## config.mk

```make
export PLATFORM = sky130hd
export DESIGN_NAME = nes_bus_top
export DESIGN_NICKNAME = d
export VERILOG_FILES = /design/src/common/nes_bus_pkg.sv /design/src/rtl/nes_clock_gen.sv /design/src/dma/oam_dmc_dma.sv /design/src/rtl/bus_decode.sv /design/src/rtl/read_data_mux.sv /design/src/rtl/nes_bus_top.sv
export SDC_FILE = /design/constraint.sdc
export NUM_CORES = 1
export LEC_CHECK = 0
export BUFFER_PORTS_ARGS = -buffer_cell sky130_fd_sc_hd__buf_4
export CAP_MARGIN = 0
export CORE_UTILIZATION = 35
export DETAILED_ROUTE_END_ITERATION = 6
export PLACE_DENSITY = 0.65
export SYNTH_ARGS = -nofsm -noshare
export SYNTH_HDL_FRONTEND = slang
export SYNTH_SLANG_ARGS = --single-unit
```

## constraint.sdc

```tcl
create_clock -name clk -period 6.48 [get_ports clk]
set_clock_uncertainty 0.05 [all_clocks]
set_input_delay 0.324 -clock clk [delete_from_list [all_inputs] [get_ports clk]]
set_output_delay 0.324 -clock clk [all_outputs]
set_load 0.02 [all_outputs]
```

## src/common/nes_bus_pkg.sv

```systemverilog
//----------------------------------------
// NES CPU bus definitions
//----------------------------------------
package nes_bus_pkg;

	// Basic bus words
	typedef logic [15:0] addr_t;
	typedef logic [7:0]  byte_t;

	// Master clock division
	localparam logic [4:0] cpu_div            = 5'd12; // Master clocks per CPU cycle
	localparam logic [2:0] ppu_div            = 3'd4;  // Master clocks per PPU tick
	localparam logic [2:0] pal_stretch_period = 3'd5;  // PAL adds a PPU tick every 5th cycle

	// Register addresses
	localparam addr_t oam_dma_reg    = 16'h4014; // Sprite DMA page write
	localparam addr_t oam_data_reg   = 16'h2004; // OAM data port in the PPU
	localparam addr_t apu_status_reg = 16'h4015;
	localparam addr_t joy1_reg       = 16'h4016; // Strobe on write, pad 1 on read
	localparam addr_t joy2_reg       = 16'h4017;

	// Decode range bounds, lower inclusive and upper exclusive
	localparam addr_t ppu_base   = 16'h2000;
	localparam addr_t apu_base   = 16'h4000; // Also the end of the PPU range
	localparam addr_t apu_limit  = 16'h4018;
	localparam addr_t open_limit = 16'h4100; // 4018h..40FFh floats

	// Request from the CPU core, 25 bits
	typedef struct packed {
		addr_t addr;
		logic  rnw;   // 1 = read
		byte_t wdata;
	} cpu_req_t;

	// Cycle driven onto the outgoing bus, 26 bits
	typedef struct packed {
		addr_t addr;
		byte_t wdata;
		logic  read;
		logic  write;
	} bus_cycle_t;

	// Sample fetch request from the APU DMC channel, 17 bits
	typedef struct packed {
		logic  trigger;
		addr_t addr;   // Sample byte address
	} dmc_req_t;

	// Decoded chip selects
	typedef struct packed {
		logic apu;    // 4000h..4017h
		logic ppu;    // 2000h..3FFFh
		logic joy1;
		logic joy2;
		logic status;
		logic open;   // Unmapped range, reads float
	} chip_sel_t;

endpackage

```

## src/rtl/nes_clock_gen.sv

```systemverilog
//----------------------------------------
// Master clock dividers
//----------------------------------------
module nes_clock_gen import nes_bus_pkg::*; (
	input  logic clk,
	input  logic reset,
	input  logic pal,       // Sampled while reset is high
	output logic cpu_ce,
	output logic ppu_ce,
	output logic ppu_io,    // Tick on which a PPU register access lands
	output logic odd_cycle
);

	// Timing of one NTSC CPU cycle of 12 master clocks
	//   clk  1 2 3 4 5 6 7 8 9 A B C
	//   ppu        P       P       P
	//   cpu                        C
	// A stretched PAL cycle holds the CPU divider through the first tick

	logic       pal_mode;  // Video standard for this run
	logic [4:0] div_cpu;   // 1..cpu_div
	logic [2:0] div_ppu;   // 1..ppu_div
	logic [1:0] ppu_tick;  // PPU tick index within the CPU cycle
	logic [2:0] pal_cnt;   // CPU cycle index within the PAL group of five
	logic       stretch;   // Current cycle is the long one
	logic       hold_cpu;

	assign cpu_ce   = (div_cpu == cpu_div);
	assign ppu_ce   = (div_ppu == ppu_div);
	assign stretch  = (pal_cnt == pal_stretch_period - 3'd1);
	assign hold_cpu = stretch && (ppu_tick == 2'd0); // Extra tick goes in first

	// Register access moves one tick later when the cycle is stretched
	assign ppu_io = (ppu_tick == (stretch ? 2'd2 : 2'd1));

	always_ff @(posedge clk) begin
		if (reset) begin
			pal_mode  <= pal;
			div_cpu   <= 5'd1;
			div_ppu   <= 3'd1;
			ppu_tick  <= 2'd0;
			pal_cnt   <= 3'd0;
			odd_cycle <= 1'b0;
		end else begin
			div_ppu <= ppu_ce ? 3'd1 : div_ppu + 3'd1; // Free running, never paused

			if (cpu_ce)
				div_cpu <= 5'd1;
			else if (!hold_cpu)
				div_cpu <= div_cpu + 5'd1;

			// Tick index restarts with every CPU cycle
			if (cpu_ce)
				ppu_tick <= 2'd0;
			else if (ppu_ce)
				ppu_tick <= ppu_tick + 2'd1;

			if (cpu_ce) begin
				odd_cycle <= ~odd_cycle;
				if (pal_mode)
					pal_cnt <= stretch ? 3'd0 : pal_cnt + 3'd1; // NTSC stays at 0
			end
		end
	end

	// CPU strobe lands on a PPU tick and comes back within a stretched cycle
	a_ce_gap: assert property (@(posedge clk) disable iff (reset)
		cpu_ce |-> ppu_ce ##[1:16] cpu_ce);

endmodule

```

## src/dma/oam_dmc_dma.sv

```systemverilog
//----------------------------------------
// Sprite and DMC DMA
//----------------------------------------
module oam_dmc_dma import nes_bus_pkg::*; (
	input  logic       clk,
	input  logic       reset,
	input  logic       cpu_ce,
	input  logic       odd_cycle,
	input  logic       sprite_trigger, // Bus write to 4014h
	input  cpu_req_t   cpu_req,
	input  dmc_req_t   dmc,
	input  byte_t      rdata,          // Byte returned for the current cycle
	output bus_cycle_t dma_cycle,
	output logic       dma_active,     // DMA owns the bus this cycle
	output logic       pause_cpu,
	output logic       dmc_ack
);

	// Sprite DMA reads on even cycles and writes 2004h on odd ones
	// A DMC fetch takes an even cycle; the sprite copy then waits one odd
	// cycle and repeats the same source address

	logic       dmc_state;  // DMC fetch pending
	logic [1:0] spr_state;  // 00 idle, 01 waiting to start, 11 copying
	addr_t      spr_addr;   // Page in the high byte, index in the low byte
	byte_t      last_val;   // Byte from the last sprite read
	logic [8:0] next_lo;    // Index plus one with the end of page in bit 8
	logic       spr_run;
	logic       spr_read;   // Sprite read that is not displaced by DMC

	assign spr_run  = spr_state[1];
	assign next_lo  = {1'b0, spr_addr[7:0]} + 9'd1;
	assign spr_read = spr_run && !odd_cycle && !dmc_ack;

	// Control state moves only at CPU cycle boundaries
	always_ff @(posedge clk) begin
		if (reset) begin
			dmc_state <= 1'b0;
			spr_state <= 2'b00;
		end else if (cpu_ce) begin
			// DMC is accepted on an even cycle while the CPU reads
			if (!dmc_state && dmc.trigger && cpu_req.rnw && !odd_cycle)
				dmc_state <= 1'b1;
			else if (dmc_state && !odd_cycle)
				dmc_state <= 1'b0;          // Ack cycle done

			if (sprite_trigger)
				spr_state <= 2'b01;
			else if (spr_state == 2'b01 && cpu_req.rnw && odd_cycle)
				spr_state <= 2'b11;         // Halt point reached, copy from next even
			else if (spr_run && dmc_ack)
				spr_state <= 2'b01;         // DMC took the read slot
			else if (spr_run && odd_cycle && next_lo[8])
				spr_state <= 2'b00;         // 256th write
		end
	end

	// Source pointer and data latch
	always_ff @(posedge clk) begin
		if (cpu_ce) begin
			if (sprite_trigger)
				spr_addr <= {cpu_req.wdata, 8'h00};
			else if (spr_run && odd_cycle)
				spr_addr[7:0] <= next_lo[7:0]; // Advance after each write
			if (spr_read)
				last_val <= rdata;
		end
	end

	assign dmc_ack    = dmc_state && !odd_cycle;
	assign dma_active = dmc_ack || spr_run;
	assign pause_cpu  = spr_state[0] || dmc.trigger; // Low bit set while requested or copying

	// Outgoing cycle that the decoder uses only while dma_active is high
	always_comb begin
		if (dmc_ack)
			dma_cycle.addr = dmc.addr;
		else if (odd_cycle)
			dma_cycle.addr = oam_data_reg;
		else
			dma_cycle.addr = spr_addr;
		dma_cycle.wdata = last_val;
		dma_cycle.read  = !odd_cycle;
		dma_cycle.write = odd_cycle;
	end

	// The ack clears the pending fetch and is followed by an odd cycle
	a_dmc_even: assert property (@(posedge clk) disable iff (reset)
		(dmc_ack && cpu_ce) |=> (odd_cycle && !dmc_state));

endmodule

```

## src/rtl/bus_decode.sv

```systemverilog
//----------------------------------------
// Bus master select and decode
//----------------------------------------
module bus_decode import nes_bus_pkg::*; (
	input  cpu_req_t   cpu_req,
	input  bus_cycle_t dma_cycle,
	input  logic       dma_active,
	output bus_cycle_t bus,
	output chip_sel_t  sel,
	output logic       sprite_trigger,
	output logic       joypad_strobe,
	output logic [1:0] joypad_clock   // Bit 1 pad 2, bit 0 pad 1
);

	bus_cycle_t cpu_cycle;

	// CPU request recast as an outgoing cycle
	always_comb begin
		cpu_cycle.addr  = cpu_req.addr;
		cpu_cycle.wdata = cpu_req.wdata;
		cpu_cycle.read  = cpu_req.rnw;
		cpu_cycle.write = !cpu_req.rnw;
	end

	assign bus = dma_active ? dma_cycle : cpu_cycle; // DMA wins the bus

	// Range selects
	always_comb begin
		sel.ppu    = (bus.addr >= ppu_base) && (bus.addr < apu_base);
		sel.apu    = (bus.addr >= apu_base) && (bus.addr < apu_limit);
		sel.open   = (bus.addr >= apu_limit) && (bus.addr < open_limit);
		sel.joy1   = (bus.addr == joy1_reg);
		sel.joy2   = (bus.addr == joy2_reg);
		sel.status = (bus.addr == apu_status_reg);
	end

	// Page write starts the sprite copy
	assign sprite_trigger = bus.write && (bus.addr == oam_dma_reg);

	// Joypads live inside the APU range
	assign joypad_strobe = sel.joy1 && bus.write && bus.wdata[0];
	assign joypad_clock  = {sel.joy2 && bus.read, sel.joy1 && bus.read};

endmodule

```

## src/rtl/read_data_mux.sv

```systemverilog
//----------------------------------------
// CPU read data and open bus
//----------------------------------------
module read_data_mux import nes_bus_pkg::*; (
	input  logic       clk,
	input  logic       reset,
	input  chip_sel_t  sel,
	input  byte_t      ppu_rdata,
	input  byte_t      apu_status,
	input  byte_t      mem_rdata,
	input  logic [3:0] joypad_data, // Pads 0..1 and power pad bits 2..3
	input  logic       mic,
	output byte_t      data_in
);

	byte_t open_bus; // Last value seen on the data bus

	// Joypad ports drive only some bits; the rest float at the old bus value
	byte_t joy1_byte;
	byte_t joy2_byte;

	assign joy1_byte = {open_bus[7:5], 2'b00, mic, 1'b0, joypad_data[0]};
	assign joy2_byte = {open_bus[7:5], joypad_data[3:2], 2'b00, joypad_data[1]};

	always_comb begin
		if (reset)
			data_in = '0;
		else if (sel.joy1)
			data_in = joy1_byte;
		else if (sel.joy2)
			data_in = joy2_byte;
		else if (sel.status)
			data_in = apu_status;   // Only readable APU register
		else if (sel.apu)
			data_in = open_bus;     // Write-only APU registers
		else if (sel.open)
			data_in = open_bus;     // 4018h..40FFh
		else if (sel.ppu)
			data_in = ppu_rdata;
		else
			data_in = mem_rdata;    // RAM and cartridge space
	end

	// Bus capacitance holds the previous byte
	always_ff @(posedge clk) begin
		open_bus <= data_in;
	end

endmodule

```

## src/rtl/nes_bus_top.sv

```systemverilog
//----------------------------------------
// NES CPU bus core
//----------------------------------------
module nes_bus_top import nes_bus_pkg::*; (
	input  logic       clk,
	input  logic       reset,
	input  logic       pal,
	input  cpu_req_t   cpu_req,
	input  dmc_req_t   dmc,
	input  byte_t      ppu_rdata,
	input  byte_t      apu_status,
	input  byte_t      mem_rdata,
	input  logic [3:0] joypad_data,
	input  logic       mic,
	output logic       cpu_ce,
	output logic       ppu_ce,
	output logic       ppu_io,
	output bus_cycle_t bus,
	output byte_t      data_in,     // Read byte for the CPU and DMA
	output logic       pause_cpu,   // CPU must hold while high
	output logic       dmc_ack,
	output logic       joypad_strobe,
	output logic [1:0] joypad_clock
);

	logic       odd_cycle;
	logic       sprite_trigger;
	logic       dma_active;
	bus_cycle_t dma_cycle;
	chip_sel_t  sel;

	nes_clock_gen u_clock_gen (
		.clk       (clk),
		.reset     (reset),
		.pal       (pal),
		.cpu_ce    (cpu_ce),
		.ppu_ce    (ppu_ce),
		.ppu_io    (ppu_io),
		.odd_cycle (odd_cycle)
	);

	oam_dmc_dma u_dma (
		.clk            (clk),
		.reset          (reset),
		.cpu_ce         (cpu_ce),
		.odd_cycle      (odd_cycle),
		.sprite_trigger (sprite_trigger),
		.cpu_req        (cpu_req),
		.dmc            (dmc),
		.rdata          (data_in),       // Sprite bytes come back through the mux
		.dma_cycle      (dma_cycle),
		.dma_active     (dma_active),
		.pause_cpu      (pause_cpu),
		.dmc_ack        (dmc_ack)
	);

	bus_decode u_decode (
		.cpu_req        (cpu_req),
		.dma_cycle      (dma_cycle),
		.dma_active     (dma_active),
		.bus            (bus),
		.sel            (sel),
		.sprite_trigger (sprite_trigger),
		.joypad_strobe  (joypad_strobe),
		.joypad_clock   (joypad_clock)
	);

	read_data_mux u_read_mux (
		.clk         (clk),
		.reset       (reset),
		.sel         (sel),
		.ppu_rdata   (ppu_rdata),
		.apu_status  (apu_status),
		.mem_rdata   (mem_rdata),
		.joypad_data (joypad_data),
		.mic         (mic),
		.data_in     (data_in)
	);

endmodule

```

==> impl_metrics.py <==
metrics = {
    "clocking": {
        "cts_tree": "done",
        "cts_resized": 0,
        "htree_levels": 2,
        "postCtsSetupRepairBufs": 0,
        "cts_buffers": 5,
        "clkTransAtPathRegs_ns": 0.09,
        "max-clock-path-buffers": 2,
        "hold_buffers": 0,
        "clockRootBuffer": "clkbuf_8",
        "worstSkewPairLatency_ns": 0.30,
        "cts_sinks": 50,
    },
    "yosys": {
        "yosysWarnings": 0,
        "syn_nets": 395,
        "ys_seq_area_share_pct": 41.4,
        "synth_cell_types": 58,
        "syn_area_sq_um": 3020,
        "synth_edf_count": 25,
        "synth_flop_cell": "edfxtp_1",
        "postSynthCellCount": 313,
        "avgSynthCellArea_sq_um": 9.65,
        "async_flop_share_pct": 0,
        "ys_ff_latch": 50,
    },
    "setup_path": {
        "crit_fanout": 16,
        "r2r_slack_ns": 2.42,
        "crit_path_start_kind": "flip-flop",
        "critPathMaxStageDelay_ns": 1.00,
        "timing.rr.start": "u_dma.spr_state[1]",
        "r2r_end": "u_dma.spr_addr[7]",
        "critPathRequiredTime_ns": 6.11,
        "worst_ep_arrival_time_ns": 3.95,
        "cp_cell_sequence": "nor2b_1, a221oi_1, nor4_2, and2_1, mux2_2, o21ai_1, buf_4",
        "crit_type": "reg2out",
        "worstRegToRegCells": 6,
        "crit_path_top_delay_cell": "nor2b_1",
        "cp-end-kind": "primary output",
    },
    "final_layout": {
        "register_area_sq_um": 1250,
        "nFillCells": 797,
        "areaGrowthSynthToFinish_pct": 33.2,
        "antenna_cells": 0,
        "multi_input_area_sq_um": 1610,
        "layout.nets": 504,
        "drive_above_1_share_pct": 36.4,
    },
    "detailed_routing": {
        "detail_route.wl_per_cell_um": 16.2,
        "drt_iter0_markers": 216,
        "postRouteAntennaNets": 0,
        "vias": 2822,
        "drt-total-wl_um": 8570,
        "viasPerCell": 5.34,
        "drc_errors": 0,
        "firstDrtPassIters": 4,
    },
    "worst_hold_path": {
        "hold_path.class": "in2reg",
        "min_to": "u_clock_gen.pal_mode",
        "min_from": "pal",
        "hold_depth": 1,
    },
    "outcome": {
        "run_status": "complete, no violations",
    },
    "floorplan": {
        "start_util_pct": 36.4,
        "dieArea_sq_um": 9000,
        "die_height_um": 94.9,
        "die_w_um": 94.9,
        "rows": 33,
        "core-area_sq_um": 8300,
        "pin_count": 116,
    },
    "job": {
        "cap_violations": 0,
    },
    "timing": {
        "fin_crit_ns": 4.33,
        "setup_tns_ns": 0,
        "worst_slack_ns": 2.15,
        "rsz0062_at_grt": "false",
        "fmax_mhz": 231,
        "slew_headroom_pct": 17.9,
        "slew_violations": 0,
        "worstMarginPinSlew_ns": 1.23,
        "finalHoldViolCount": 0,
        "period_share_pct": 66.8,
        "holdWs_ns": 0.144,
        "finalSetupViolCount": 0,
    },
    "global_route": {
        "grt_max_degree": 18,
        "grt_pass1_wl_um": 13100,
        "grt_overflow": 0,
        "antenna_found_initial": 0,
        "grtUsageTotal_pct": 19.0,
        "grt_pass1_vias": 2705,
    },
    "power": {
        "irDropWorstVdd_v": 0.0000988,
        "total_power_mw": 0.654,
        "leakage_nw": 1.66,
        "power.density_nw_per_um2": 162,
    },
    "placement": {
        "port_buffers": 115,
        "dp_slack_ns": 2.44,
        "dp_hpwl_um": 6660,
        "routabilityCongestion": 0.831,
    },
}
==> sequential cells by signal (all words and copies together) (netlist names), 2 cells and up <==
register and flops:
u_dma.spr_state 2, u_dma.last_val 8, u_read_mux.open_bus 8, u_clock_gen.ppu_tick 2, u_dma.spr_addr 16, u_clock_gen.div_ppu 3
u_clock_gen.div_cpu 5, u_clock_gen.pal_cnt 3
==> cells in the final DEF, fill, tap and decap left out, types with 6 or more instances in the layout <==
cell and count:
inv_1 15, a22oi_1 10, and3_1 6, dfxtp_1 25, nand2_1 27, nand3_1 13, a211oi_1 6, a32oi_1 9
nor2_1 37, buf_4 117, xor2_1 7, a21oi_1 13, nor3_1 7, nor2b_1 6, ha_1 8, mux2_2 14
edfxtp_1 25, mux2i_1 8
==> routing by layer <==
metal / up-vias / global-route usage, % / part of all wire (%)
met2: 106 / 29.7 / 46
met1: 1332 / 26.6 / 46
li1: 1376 / - / -
met4: 0 / 5.43 / 1.1
met5: - / 0 / 0
met3: 8 / 3.38 / 7.3
==> cell families after synthesis <==
| logic type | share of synthesized area [%] |
|---|---|
| AOI/OAI and AO/OA | 18.9 |
| xor gates and xnor gates | 3.19 |
| buffers and inverters | 5.59 |
| and+or+nand+nor | 19.7 |
| DFF | 41.4 |
| muxes | 7.87 |
| adders and majority gates | 3.32 |
==> power breakdown <==
part	internal (mW)	switching [mW]	total, mW
Sequential	0.340	0.00553	0.345
Clock	0.0741	0.104	0.178
Combinational	0.0670	0.0635	0.130
Total	0.481	0.173	0.654
==> worst max path at each step <==
stage,cells past startpoint,end,start,slack (ns)
after floorplan,9,data_in[1],u_dma.spr_state[1],3.35
after global placement,6,u_dma.spr_addr[0],u_dma.spr_state[1],2.67
after detailed placement,6,u_dma.spr_addr[0],u_dma.spr_state[1],2.44
after CTS,7,data_in[0],u_dma.spr_state[1],2.15
after global routing,8,data_in[0],u_clock_gen.odd_cycle,1.76
final,7,data_in[4],u_dma.spr_state[1],2.15
==> layout make-up <==
| cell class | instances | share of cell area [%] |
|---|---|---|
| timing repair buffer | 117 | 21.8 |
| multi-input combinational | 229 | 39.9 |
| inverter | 19 | 1.77 |
| sequential | 50 | 31.1 |
| clock inverter | 3 | 0.404 |
| tap | 105 | 3.27 |
| clock buffer | 5 | 1.71 |
==> per-stage QoR <==
step | instances | area, sq um | utilization, %
2_1_floorplan | 313 | 3020 | -
3_3_place_gp | 520 | 3940 | 47.4
3_5_place_dp | 520 | 3940 | 47.4
4_1_cts | 528 | 4020 | 48.5
5_1_grt | 528 | 4020 | 48.5
6_report | 528 | 4020 | 48.5
==> Yosys cell counts (all sizes together), types with 3 or more instances <==
| cell | count | area (sq um) |
|---|---|---|
| nand4 | 5 | 31.3 |
| a32o | 3 | 30.0 |
| a211oi | 6 | 45.0 |
| a32oi | 9 | 78.8 |
| nor3 | 8 | 51.3 |
| nor4 | 3 | 40.0 |
| nand2 | 28 | 108 |
| mux2i | 8 | 80.1 |
| edfxtp | 25 | 751 |
| nor2b | 6 | 37.5 |
| a22oi | 10 | 75.1 |
| nand2b | 3 | 21.3 |
| and2 | 4 | 25.0 |
| xnor2 | 4 | 35.0 |
| inv | 18 | 67.6 |
| and3 | 6 | 37.5 |
| nand3 | 13 | 65.1 |
| ha | 8 | 100 |
| a221oi | 4 | 76.3 |
| mux2 | 14 | 158 |
| a22o | 4 | 35.0 |
| buf | 12 | 86.3 |
| clkbuf | 3 | 11.3 |
| dfxtp | 25 | 500 |
| a21oi | 13 | 65.1 |
| xor2 | 7 | 61.3 |
| o21ai | 5 | 25.0 |
| nor2 | 37 | 139 |
==> worst max-delay path: cells and delay by family, from the launching register on <==
| kind | cells | cell delay (ns) |
|---|---|---|
| AO/OA/AOI/OAI | 2 | 0.56 |
| flip-flops | 1 | 0.47 |
| multiplexers | 1 | 0.40 |
| AND/OR/NAND/NOR | 3 | 2.03 |
| buffers and inverters | 1 | 0.19 |
No activity file was read; power rests on OpenSTA's default activity.
